### src/hdl/core_pkg.sv
// shared widths, operation codes and payload structs for the core
// also the reorder-buffer entry state enum

package core_pkg;

  ////////////////////
  // sizes
  ////////////////////

  localparam int NUM_REGS  = 8;
  localparam int ROB_DEPTH = 16;
  localparam int ROB_TAG_W = $clog2(ROB_DEPTH);

  // operand / result word
  typedef logic [15:0] data_t;
  // architectural register index
  typedef logic [$clog2(NUM_REGS)-1:0] reg_idx_t;
  // reorder-buffer entry index
  typedef logic [ROB_TAG_W-1:0] rob_tag_t;
  // occupancy, 0 up to ROB_DEPTH inclusive
  typedef logic [ROB_TAG_W:0] rob_count_t;

  ////////////////////
  // operation codes
  ////////////////////

  typedef logic [1:0] op_t;
  localparam op_t OP_ADD = 2'd0;
  localparam op_t OP_SUB = 2'd1;
  localparam op_t OP_XOR = 2'd2;
  // low 16 bits of the product
  localparam op_t OP_MUL = 2'd3;

  ////////////////////
  // payloads
  ////////////////////

  // dispatch port
  typedef struct packed {
    op_t      op;
    reg_idx_t dest;
    reg_idx_t src1;
    reg_idx_t src2;
  } instr_t;

  // decode to execute
  typedef struct packed {
    op_t      op;
    rob_tag_t tag;
    data_t    a;
    data_t    b;
  } issue_t;

  // result bus from one execute path
  typedef struct packed {
    logic     valid;
    rob_tag_t tag;
    data_t    value;
  } complete_t;

  // one retire slot
  typedef struct packed {
    logic     valid;
    rob_tag_t tag;
    reg_idx_t dest;
    data_t    value;
  } retire_t;

  // per-entry state
  typedef enum logic [1:0] {
    ROBE_EMPTY = 2'd0,
    ROBE_BUSY  = 2'd1,
    ROBE_DONE  = 2'd2
  } rob_state_t;

endpackage

### src/hdl/decode_stage.sv
// decode stage: rename table, operand select, dispatch handshake
// and the registered issue payload toward execute
`timescale 1ns/100ps

module decode_stage (
  input  logic               clock,
  input  logic               reset,
  // dispatch port
  input  logic               dispatch_valid,
  input  core_pkg::instr_t   dispatch_instr,
  output logic               dispatch_ready,
  // reorder buffer allocation
  input  logic               rob_full,
  output logic               alloc,
  input  core_pkg::rob_tag_t alloc_tag,
  // reorder buffer operand lookups
  output core_pkg::rob_tag_t lookup_tag_a,
  output core_pkg::rob_tag_t lookup_tag_b,
  input  logic               lookup_done_a,
  input  logic               lookup_done_b,
  input  core_pkg::data_t    lookup_value_a,
  input  core_pkg::data_t    lookup_value_b,
  // register file reads, indexed by src1/src2 at the top
  input  core_pkg::data_t    rf_value_a,
  input  core_pkg::data_t    rf_value_b,
  // retiring entries
  input  core_pkg::retire_t  retire0,
  input  core_pkg::retire_t  retire1,
  // to execute
  output logic               issue_valid,
  output core_pkg::issue_t   issue
);

  import core_pkg::*;

  // rename table, one busy bit and producer tag per register
  logic [NUM_REGS-1:0] rename_busy;
  rob_tag_t            rename_tag [NUM_REGS];

  logic  src_ready_a;
  logic  src_ready_b;
  logic  transfer;
  data_t operand_a;
  data_t operand_b;

  ////////////////////
  // source readiness
  ////////////////////

  // producer tags for the two sources
  assign lookup_tag_a = rename_tag[dispatch_instr.src1];
  assign lookup_tag_b = rename_tag[dispatch_instr.src2];

  // usable if committed, or producer already done in the rob
  // no bypass from a completion in this same cycle
  assign src_ready_a = !rename_busy[dispatch_instr.src1] || lookup_done_a;
  assign src_ready_b = !rename_busy[dispatch_instr.src2] || lookup_done_b;

  assign dispatch_ready = !rob_full && src_ready_a && src_ready_b;
  assign transfer       = dispatch_valid && dispatch_ready;
  assign alloc          = transfer;

  // operand pick: rob value while renamed, else register file
  assign operand_a = rename_busy[dispatch_instr.src1] ? lookup_value_a : rf_value_a;
  assign operand_b = rename_busy[dispatch_instr.src2] ? lookup_value_b : rf_value_b;

  ////////////////////
  // rename update
  ////////////////////

  always_ff @(posedge clock)
  begin
    if (reset)
    begin
      rename_busy <= '0;
      for (int r = 0; r < NUM_REGS; r++)
      begin
        rename_tag[r] <= '0;
      end
    end
    else
    begin
      // drop mappings whose producer leaves the rob
      for (int r = 0; r < NUM_REGS; r++)
      begin
        if (retire0.valid && rename_busy[r] && retire0.tag == rename_tag[r])
        begin
          rename_busy[r] <= 1'b0;
        end
        if (retire1.valid && rename_busy[r] && retire1.tag == rename_tag[r])
        begin
          rename_busy[r] <= 1'b0;
        end
      end
      // new mapping last, overrides a clear at this edge
      if (transfer)
      begin
        rename_busy[dispatch_instr.dest] <= 1'b1;
        rename_tag[dispatch_instr.dest]  <= alloc_tag;
      end
    end
  end

  ////////////////////
  // issue register
  ////////////////////

  always_ff @(posedge clock)
  begin
    if (reset)
    begin
      issue_valid <= 1'b0;
    end
    else
    begin
      issue_valid <= transfer;
    end
  end

  // payload only, valid qualifies it
  always_ff @(posedge clock)
  begin
    if (transfer)
    begin
      issue.op  <= dispatch_instr.op;
      issue.tag <= alloc_tag;
      issue.a   <= operand_a;
      issue.b   <= operand_b;
    end
  end

endmodule

### src/hdl/execute_unit.sv
// execute unit: single-cycle alu path and pipelined multiplier path
// each path drives its own completion bus
`timescale 1ns/100ps

module execute_unit #(
  parameter int MUL_LATENCY = 3
) (
  input  logic                clock,
  input  logic                reset,
  input  logic                issue_valid,
  input  core_pkg::issue_t    issue,
  output core_pkg::complete_t alu_complete,
  output core_pkg::complete_t mul_complete
);

  import core_pkg::*;

  data_t    alu_result;
  data_t    mul_product;
  logic     alu_valid_q;
  rob_tag_t alu_tag_q;
  data_t    alu_value_q;

  // multiplier pipe, stage 0 loads from issue
  logic [MUL_LATENCY-1:0] mul_valid_pipe;
  rob_tag_t               mul_tag_pipe  [MUL_LATENCY];
  data_t                  mul_value_pipe[MUL_LATENCY];

  ////////////////////
  // alu path
  ////////////////////

  // add/sub wrap mod 2^16
  always_comb
  begin
    case (issue.op)
      OP_ADD:  alu_result = issue.a + issue.b;
      OP_SUB:  alu_result = issue.a - issue.b;
      OP_XOR:  alu_result = issue.a ^ issue.b;
      // multiplies go down the other path
      default: alu_result = '0;
    endcase
  end

  always_ff @(posedge clock)
  begin
    if (reset)
    begin
      alu_valid_q <= 1'b0;
    end
    else
    begin
      alu_valid_q <= issue_valid && (issue.op != OP_MUL);
    end
  end

  always_ff @(posedge clock)
  begin
    alu_tag_q   <= issue.tag;
    alu_value_q <= alu_result;
  end

  assign alu_complete.valid = alu_valid_q;
  assign alu_complete.tag   = alu_tag_q;
  assign alu_complete.value = alu_value_q;

  ////////////////////
  // multiply path
  ////////////////////

  // 16-bit context keeps only the low half of the product
  assign mul_product = issue.a * issue.b;

  always_ff @(posedge clock)
  begin
    if (reset)
    begin
      mul_valid_pipe <= '0;
    end
    else
    begin
      mul_valid_pipe[0] <= issue_valid && (issue.op == OP_MUL);
      for (int s = 1; s < MUL_LATENCY; s++)
      begin
        mul_valid_pipe[s] <= mul_valid_pipe[s-1];
      end
    end
  end

  // tag and product shift along with valid
  // several multiplies may be in flight
  always_ff @(posedge clock)
  begin
    mul_tag_pipe[0]   <= issue.tag;
    mul_value_pipe[0] <= mul_product;
    for (int s = 1; s < MUL_LATENCY; s++)
    begin
      mul_tag_pipe[s]   <= mul_tag_pipe[s-1];
      mul_value_pipe[s] <= mul_value_pipe[s-1];
    end
  end

  // last stage drives the bus
  assign mul_complete.valid = mul_valid_pipe[MUL_LATENCY-1];
  assign mul_complete.tag   = mul_tag_pipe[MUL_LATENCY-1];
  assign mul_complete.value = mul_value_pipe[MUL_LATENCY-1];

endmodule

### src/hdl/reorder_buffer.sv
// reorder buffer: circular entry array with head, tail and count
// completion writes, operand lookups, two-wide in-order retire
`timescale 1ns/100ps

module reorder_buffer (
  input  logic                clock,
  input  logic                reset,
  // allocation at the tail
  input  logic                alloc,
  input  core_pkg::reg_idx_t  alloc_dest,
  output core_pkg::rob_tag_t  alloc_tag,
  output logic                full,
  // operand lookups from decode
  input  core_pkg::rob_tag_t  lookup_tag_a,
  input  core_pkg::rob_tag_t  lookup_tag_b,
  output logic                lookup_done_a,
  output logic                lookup_done_b,
  output core_pkg::data_t     lookup_value_a,
  output core_pkg::data_t     lookup_value_b,
  // results from execute
  input  core_pkg::complete_t alu_complete,
  input  core_pkg::complete_t mul_complete,
  // retire slots, slot 0 is older
  output core_pkg::retire_t   retire0,
  output core_pkg::retire_t   retire1
);

  import core_pkg::*;

  // entry storage
  rob_state_t entry_state[ROB_DEPTH];
  reg_idx_t   entry_dest [ROB_DEPTH];
  data_t      entry_value[ROB_DEPTH];

  // pointers wrap on their own, depth is a power of two
  rob_tag_t   head;
  rob_tag_t   tail;
  rob_tag_t   head_next;
  rob_count_t count;
  logic [1:0] retire_n;

  ////////////////////
  // allocation
  ////////////////////

  // full by count, head == tail is ambiguous
  assign full      = (count == rob_count_t'(ROB_DEPTH));
  assign alloc_tag = tail;

  ////////////////////
  // lookups
  ////////////////////

  assign lookup_done_a  = (entry_state[lookup_tag_a] == ROBE_DONE);
  assign lookup_done_b  = (entry_state[lookup_tag_b] == ROBE_DONE);
  assign lookup_value_a = entry_value[lookup_tag_a];
  assign lookup_value_b = entry_value[lookup_tag_b];

  ////////////////////
  // retire select
  ////////////////////

  assign head_next = head + 1'b1;

  // slot 0 from the head, slot 1 only behind a valid slot 0
  assign retire0.valid = (entry_state[head] == ROBE_DONE);
  assign retire0.tag   = head;
  assign retire0.dest  = entry_dest[head];
  assign retire0.value = entry_value[head];

  assign retire1.valid = retire0.valid && (entry_state[head_next] == ROBE_DONE);
  assign retire1.tag   = head_next;
  assign retire1.dest  = entry_dest[head_next];
  assign retire1.value = entry_value[head_next];

  // entries leaving this cycle
  assign retire_n = {1'b0, retire0.valid} + {1'b0, retire1.valid};

  ////////////////////
  // pointers and count
  ////////////////////

  always_ff @(posedge clock)
  begin
    if (reset)
    begin
      head  <= '0;
      tail  <= '0;
      count <= '0;
    end
    else
    begin
      head  <= head + rob_tag_t'(retire_n);
      tail  <= tail + rob_tag_t'(alloc);
      count <= count + rob_count_t'(alloc) - rob_count_t'(retire_n);
    end
  end

  ////////////////////
  // entry state
  ////////////////////

  // retire, alloc and completions never hit the same entry
  // alloc only while not full, completions only hit busy entries
  always_ff @(posedge clock)
  begin
    if (reset)
    begin
      for (int e = 0; e < ROB_DEPTH; e++)
      begin
        entry_state[e] <= ROBE_EMPTY;
      end
    end
    else
    begin
      // free retiring entries
      if (retire0.valid)
      begin
        entry_state[head] <= ROBE_EMPTY;
      end
      if (retire1.valid)
      begin
        entry_state[head_next] <= ROBE_EMPTY;
      end
      // new entry waits for its result
      if (alloc)
      begin
        entry_state[tail] <= ROBE_BUSY;
      end
      // both paths may finish in one cycle, different tags
      if (alu_complete.valid)
      begin
        entry_state[alu_complete.tag] <= ROBE_DONE;
      end
      if (mul_complete.valid)
      begin
        entry_state[mul_complete.tag] <= ROBE_DONE;
      end
    end
  end

  // dest and value, qualified by state
  always_ff @(posedge clock)
  begin
    if (alloc)
    begin
      entry_dest[tail] <= alloc_dest;
    end
    if (alu_complete.valid)
    begin
      entry_value[alu_complete.tag] <= alu_complete.value;
    end
    if (mul_complete.valid)
    begin
      entry_value[mul_complete.tag] <= mul_complete.value;
    end
  end

endmodule

### src/hdl/commit_regfile.sv
// architectural register file, two combinational read ports
// and two ordered write ports fed by the retire slots
`timescale 1ns/100ps

module commit_regfile (
  input  logic               clock,
  input  logic               reset,
  // reads for decode
  input  core_pkg::reg_idx_t read_a,
  input  core_pkg::reg_idx_t read_b,
  output core_pkg::data_t    value_a,
  output core_pkg::data_t    value_b,
  // retire writes, slot 1 is younger
  input  core_pkg::retire_t  retire0,
  input  core_pkg::retire_t  retire1
);

  import core_pkg::*;

  data_t regs[NUM_REGS];

  ////////////////////
  // reads
  ////////////////////

  assign value_a = regs[read_a];
  assign value_b = regs[read_b];

  ////////////////////
  // writes
  ////////////////////

  always_ff @(posedge clock)
  begin
    if (reset)
    begin
      // register i starts out holding i
      for (int r = 0; r < NUM_REGS; r++)
      begin
        regs[r] <= data_t'(r);
      end
    end
    else
    begin
      if (retire0.valid)
      begin
        regs[retire0.dest] <= retire0.value;
      end
      // later write, wins on a shared dest
      if (retire1.valid)
      begin
        regs[retire1.dest] <= retire1.value;
      end
    end
  end

endmodule

### src/hdl/ooo_core_top.sv
// core top level: decode, execute, reorder buffer and register file
// exposes the dispatch handshake and both retire slots
`timescale 1ns/100ps

module ooo_core_top #(
  parameter int MUL_LATENCY = 3
) (
  input  logic              clock,
  input  logic              reset,
  input  logic              dispatch_valid,
  input  core_pkg::instr_t  dispatch_instr,
  output logic              dispatch_ready,
  output core_pkg::retire_t retire0,
  output core_pkg::retire_t retire1
);

  import core_pkg::*;

  // decode <-> rob
  logic      rob_full;
  logic      alloc;
  rob_tag_t  alloc_tag;
  rob_tag_t  lookup_tag_a;
  rob_tag_t  lookup_tag_b;
  logic      lookup_done_a;
  logic      lookup_done_b;
  data_t     lookup_value_a;
  data_t     lookup_value_b;
  // decode <-> regfile
  data_t     rf_value_a;
  data_t     rf_value_b;
  // decode -> execute
  logic      issue_valid;
  issue_t    issue;
  // execute -> rob
  complete_t alu_complete;
  complete_t mul_complete;

  decode_stage decode_stage_i (
    .clock          (clock),
    .reset          (reset),
    .dispatch_valid (dispatch_valid),
    .dispatch_instr (dispatch_instr),
    .dispatch_ready (dispatch_ready),
    .rob_full       (rob_full),
    .alloc          (alloc),
    .alloc_tag      (alloc_tag),
    .lookup_tag_a   (lookup_tag_a),
    .lookup_tag_b   (lookup_tag_b),
    .lookup_done_a  (lookup_done_a),
    .lookup_done_b  (lookup_done_b),
    .lookup_value_a (lookup_value_a),
    .lookup_value_b (lookup_value_b),
    .rf_value_a     (rf_value_a),
    .rf_value_b     (rf_value_b),
    .retire0        (retire0),
    .retire1        (retire1),
    .issue_valid    (issue_valid),
    .issue          (issue)
  );

  execute_unit #(
    .MUL_LATENCY (MUL_LATENCY)
  ) execute_unit_i (
    .clock        (clock),
    .reset        (reset),
    .issue_valid  (issue_valid),
    .issue        (issue),
    .alu_complete (alu_complete),
    .mul_complete (mul_complete)
  );

  reorder_buffer reorder_buffer_i (
    .clock          (clock),
    .reset          (reset),
    .alloc          (alloc),
    .alloc_dest     (dispatch_instr.dest),
    .alloc_tag      (alloc_tag),
    .full           (rob_full),
    .lookup_tag_a   (lookup_tag_a),
    .lookup_tag_b   (lookup_tag_b),
    .lookup_done_a  (lookup_done_a),
    .lookup_done_b  (lookup_done_b),
    .lookup_value_a (lookup_value_a),
    .lookup_value_b (lookup_value_b),
    .alu_complete   (alu_complete),
    .mul_complete   (mul_complete),
    .retire0        (retire0),
    .retire1        (retire1)
  );

  // read ports follow the dispatch sources directly
  commit_regfile commit_regfile_i (
    .clock   (clock),
    .reset   (reset),
    .read_a  (dispatch_instr.src1),
    .read_b  (dispatch_instr.src2),
    .value_a (rf_value_a),
    .value_b (rf_value_b),
    .retire0 (retire0),
    .retire1 (retire1)
  );

endmodule

### config.mk
export PLATFORM = sky130hd
export DESIGN_NAME = ooo_core_top
export DESIGN_NICKNAME = d
export VERILOG_FILES = /design/src/hdl/core_pkg.sv /design/src/hdl/decode_stage.sv /design/src/hdl/execute_unit.sv /design/src/hdl/reorder_buffer.sv /design/src/hdl/commit_regfile.sv /design/src/hdl/ooo_core_top.sv
export SDC_FILE = /design/constraint.sdc
export NUM_CORES = 2
export LEC_CHECK = 0
export BUFFER_PORTS_ARGS = -buffer_cell sky130_fd_sc_hd__buf_2
export CAP_MARGIN = 20
export CORE_UTILIZATION = 65
export CTS_CLUSTER_DIAMETER = 200
export DETAILED_ROUTE_END_ITERATION = 16
export GPL_TIMING_DRIVEN = 0
export PLACE_DENSITY_LB_ADDON = 0.15
export SETUP_SLACK_MARGIN = 0.4
export SYNTH_ARGS = -nofsm -noshare
export SYNTH_HDL_FRONTEND = slang
export SYNTH_SLANG_ARGS = --single-unit
### constraint.sdc
create_clock -name clock -period 7.3 [get_ports clock]
set_input_delay 0 -clock clock [delete_from_list [all_inputs] [get_ports clock]]
set_output_delay 0 -clock clock [all_outputs]
set_load 0.005 [all_outputs]
==> impl_metrics.csv <==
group,metric,value,unit
outcome,status,"completed",
clocking,post_cts_buffers,0,
synthesis,yosys.area.top_type,"edfxtp_1",
floorplan,die_h,262.0,um
routing,drt_iter0_drc,6365,
critical_path,critPathMaxFanout,10,
routing,top_layer,"met5",
synthesis,async_flop_share,0,%
sta,fin_skew,0.04479,ns
grt,grt_pass1_vias,34700,
clocking,clk_latency,0.65,ns
placement,placed_cell_area,45500,sq um
routing,route.detailed.drc,0,
grt,grtUsageTotal,47.04,%
power,switching_share,40.10,%
clocking,cts_tree,"done",
grt,grt_max_degree,35,
critical_path,crit_required,7.30,ns
grt,antenna_found_initial,7,
routing,dr_wl_met3,25.59,mm
floorplan,num_io_pins,63,
routing,m1WireLength,58.13,mm
clocking,root_buffer,"clkbuf_16",
clocking,hold_buffers,6,
finish,nNetsFinal,4257,
finish,final_cell_area,48000,sq um
synthesis,synth_cell_type_count,66,
sta,setup_viol_count_final,0,
finish,final.fill_count,4750,
synthesis,ys_ff_latch,636,
power,peakVddDrop,1.163,mV
critical_path,critPathArrivalTime,6.16,ns
critical_path,worst-setup-path-type,"reg2out",
floorplan,fp.dieW,262.0,um
clocking,cts_sinks,636,
critical_path,start_kind,"register",
sta,min_period_over_period,84.44,%
placement,routabilityCongestion,1.063,
synthesis,netlist_instances,3919,
sta,finalMaxSlewViolations,0,
synthesis,synth_top_flop_cell,"edfxtp_1",
synthesis,syn_area_per_cell,11.21,sq um
synthesis,seq_area_frac_synth,40.40,%
placement,dp_hpwl,123.0,mm
placement,io_buffers,56,
min_path,hp-class,"in2reg",
clocking,cts_buffers,70,
synthesis,synth_edf_count,502,
power,p_int,0.01037,W
routing,first_pass_iters,6,
floorplan,design.core.area,66330,sq um
synthesis,yosysWarnings,0,
routing,wirelength,161.4,mm
synthesis,netlist_top_cells_area,"edfxtp_1 (34%), mux4_2 (14%), mux2_2 (6.7%)",
sta,tightest_slew,1.222,ns
grt,grt-ovfl-total,0,
routing,routedWlPerCell,32.30,um
synthesis,syn_area,43950,sq um
sta,rsz0062_at_grt,"false",
floorplan,initial_core_util,66.26,%
power,power_frac_comb,48.9,%
finish,areaGrowthSynthToFinish,9.212,%
clocking,clockBufferDepth,3,
sta,fmax,162.2,MHz
clocking,htreeDepth,3,
routing,ant_nets,0,
power,p_leak,16.92,nW
finish,layout-drive-gt1-share,19.21,%
critical_path,cp-end-kind,"output port",
critical_path,rrSetupSlack,1.16,ns
finish,final_util,72.36,%
floorplan,num_rows,94,
synthesis,synth_nets,4105,
floorplan,dieArea,68660,sq um
sta,fin_crit,6.164,ns
synthesis,yosysTopAreaCellShare,34.30,%
clocking,ctsResizeCount,0,
grt,grt_pass1_wl,231.6,mm
routing,route.met2.wl,69.58,mm
sta,maxSlewHeadroom,16.20,%
sta,hold_viol_final,0,
job,maxCapViolCount,0,
power,p_seq_share,29.1,%
power,p_clk_share,21.9,%
routing,avgViaCountPerCell,7.254,
routing,num_vias,36240,
power,switching_power,0.006941,W
clocking,cts.reportedPaths.clkPinSlew,0.06,ns
power,power_density,360.6,nW/um^2
## cells by family (layout without fill, tap and decap cells)
kind of cell | count (synthesis) | in the layout | synth area share (%)
xor+xnor | 139 | 139 | 2.787
fa+ha+maj | 172 | 172 | 6.314
buf+inv | 526 | 735 | 4.626
compound gates | 704 | 704 | 10.76
mux | 635 | 635 | 22.88
simple gates | 1107 | 1107 | 12.23
other cells | 0 | 3 | 0
flops | 636 | 636 | 40.40
## metrics by stage
step,power [W],hold slack [ns],setup slack (ns),TNS (ns),cells
final,0.01731,0.09668,1.136,0,4995
after global routing,0.01829,0.1207,0.8528,0,4992
after CTS,0.01709,0.09389,1.125,0,4990
after detailed placement,0.01328,0.1810,1.197,0,4855
after global placement,0.01310,0.1820,-0.2419,-0.2560,4839
after floorplan,0.01078,0.09887,1.656,0,3919
## per-layer routing
layer	GRT usage, %	up-vias
met3	17.93	518
li1	-	14990
met4	20.65	16
met5	0	-
met1	61.99	17540
met2	69.43	3176
## cells in the mapped netlist (32+ instances only)
library cell,instances
mux2_2,263
xnor2_1,94
nand2_1,528
xor2_1,44
edfxtp_1,502
o211ai_1,43
ha_1,89
clkbuf_1,278
mux2i_1,102
and2_1,188
a21oi_1,135
nor2_1,89
nand2b_1,43
inv_1,167
dfxtp_1,134
fa_1,83
mux4_2,267
a211oi_1,146
a31oi_1,69
o21ai_0,89
and4_1,32
o21ai_1,32
buf_2,35
nand3_1,69
a311oi_1,65
nor3_1,46
buf_1,41
## cell usage in the layout, fill, tap and decap left out, types with 16 or more instances in the layout
| master | count |
|---|---|
| nand2_1 | 528 |
| edfxtp_1 | 502 |
| clkbuf_1 | 291 |
| mux4_2 | 267 |
| mux2_2 | 263 |
| and2_1 | 188 |
| inv_1 | 167 |
| a211oi_1 | 146 |
| a21oi_1 | 135 |
| dfxtp_1 | 134 |
| mux2i_1 | 102 |
| xnor2_1 | 94 |
| buf_2 | 94 |
| ha_1 | 89 |
| nor2_1 | 88 |
| o21ai_0 | 88 |
| fa_1 | 83 |
| clkbuf_16 | 72 |
| nand3_1 | 69 |
| a31oi_1 | 69 |
| a311oi_1 | 65 |
| xor2_1 | 44 |
| nand2b_1 | 43 |
| o211ai_1 | 43 |
| nor3_1 | 43 |
| buf_1 | 41 |
| o21ai_1 | 32 |
| and4_1 | 32 |
| a221oi_1 | 24 |
| nor2b_1 | 22 |
| o31ai_1 | 21 |
| nor4_1 | 17 |
| a211o_1 | 16 |
## power by group through the flow
stage	Clock [W]	Sequential (W)	Combinational, W
2_1_floorplan	0	0.00478	0.00600
3_3_place_gp	0	0.00506	0.00804
3_5_place_dp	0	0.00506	0.00822
4_1_cts	0.00376	0.00499	0.00834
5_1_grt	0.00387	0.00505	0.00937
6_report	0.00379	0.00504	0.00847
## flip-flops by register name, indices dropped and copies added (netlist names)
signal / count
execute_unit_i.alu_valid_q: 1
execute_unit_i.mul_valid_pipe: 3
decode_stage_i.rename_tag: 32
reorder_buffer_i.entry_value: 256
reorder_buffer_i.head: 4
execute_unit_i.alu_value_q: 16
decode_stage_i.issue: 38
decode_stage_i.rename_busy: 8
execute_unit_i.alu_tag_q: 3
commit_regfile_i.regs: 128
reorder_buffer_i.count: 5
decode_stage_i.issue_valid: 1
reorder_buffer_i.entry_state: 32
reorder_buffer_i.entry_dest: 48
reorder_buffer_i.alloc_tag: 4
execute_unit_i.mul_tag_pipe: 9
execute_unit_i.mul_value_pipe: 48
## area by class of cell
class / count / area, sq um / share of cell area (%)
Multi-Input combinational cell: 2757 / 24190 / 50.39
Sequential cell: 636 / 17760 / 36.99
Clock buffer: 87 / 1878 / 3.913
Buffer: 358 / 1403 / 2.922
Tap cell: 864 / 1081 / 2.252
Inverter: 168 / 630.6 / 1.314
Clock inverter: 42 / 528.0 / 1.100
Timing Repair Buffer: 80 / 528.0 / 1.100
Antenna cell: 3 / 7.507 / 0.01564
## critical path, stage by stage (launching register included)
cell and delay (ns):
dfxtp_1 0.48, buf_2 0.32, buf_4 0.28, inv_1 0.18, ha_1 0.35, buf_2 0.23, buf_2 0.37, buf_2 0.41
clkbuf_1 0.84, mux4_2 0.60, nand2_1 0.11, nand2_1 0.10, o21ai_1 0.81, inv_1 0.20, buf_2 0.19
## final timing paths
path | from | to | cells past startpoint
setup / recovery | reorder_buffer_i.head[0]$_SDFF_PP0_ | retire1[15] | 14
hold / removal | dispatch_instr[10] | decode_stage_i.issue[37]$_DFFE_PP_ | 2
setup reg to reg | decode_stage_i.issue[1]$_DFFE_PP_ | execute_unit_i.mul_value_pipe[0][15]$_DFF_P_ | 20
hold reg to reg | execute_unit_i.mul_value_pipe[0][27]$_DFF_P_ | execute_unit_i.mul_value_pipe[0][43]$_DFF_P_ | 0
No activity file was read; power rests on OpenSTA's default activity.
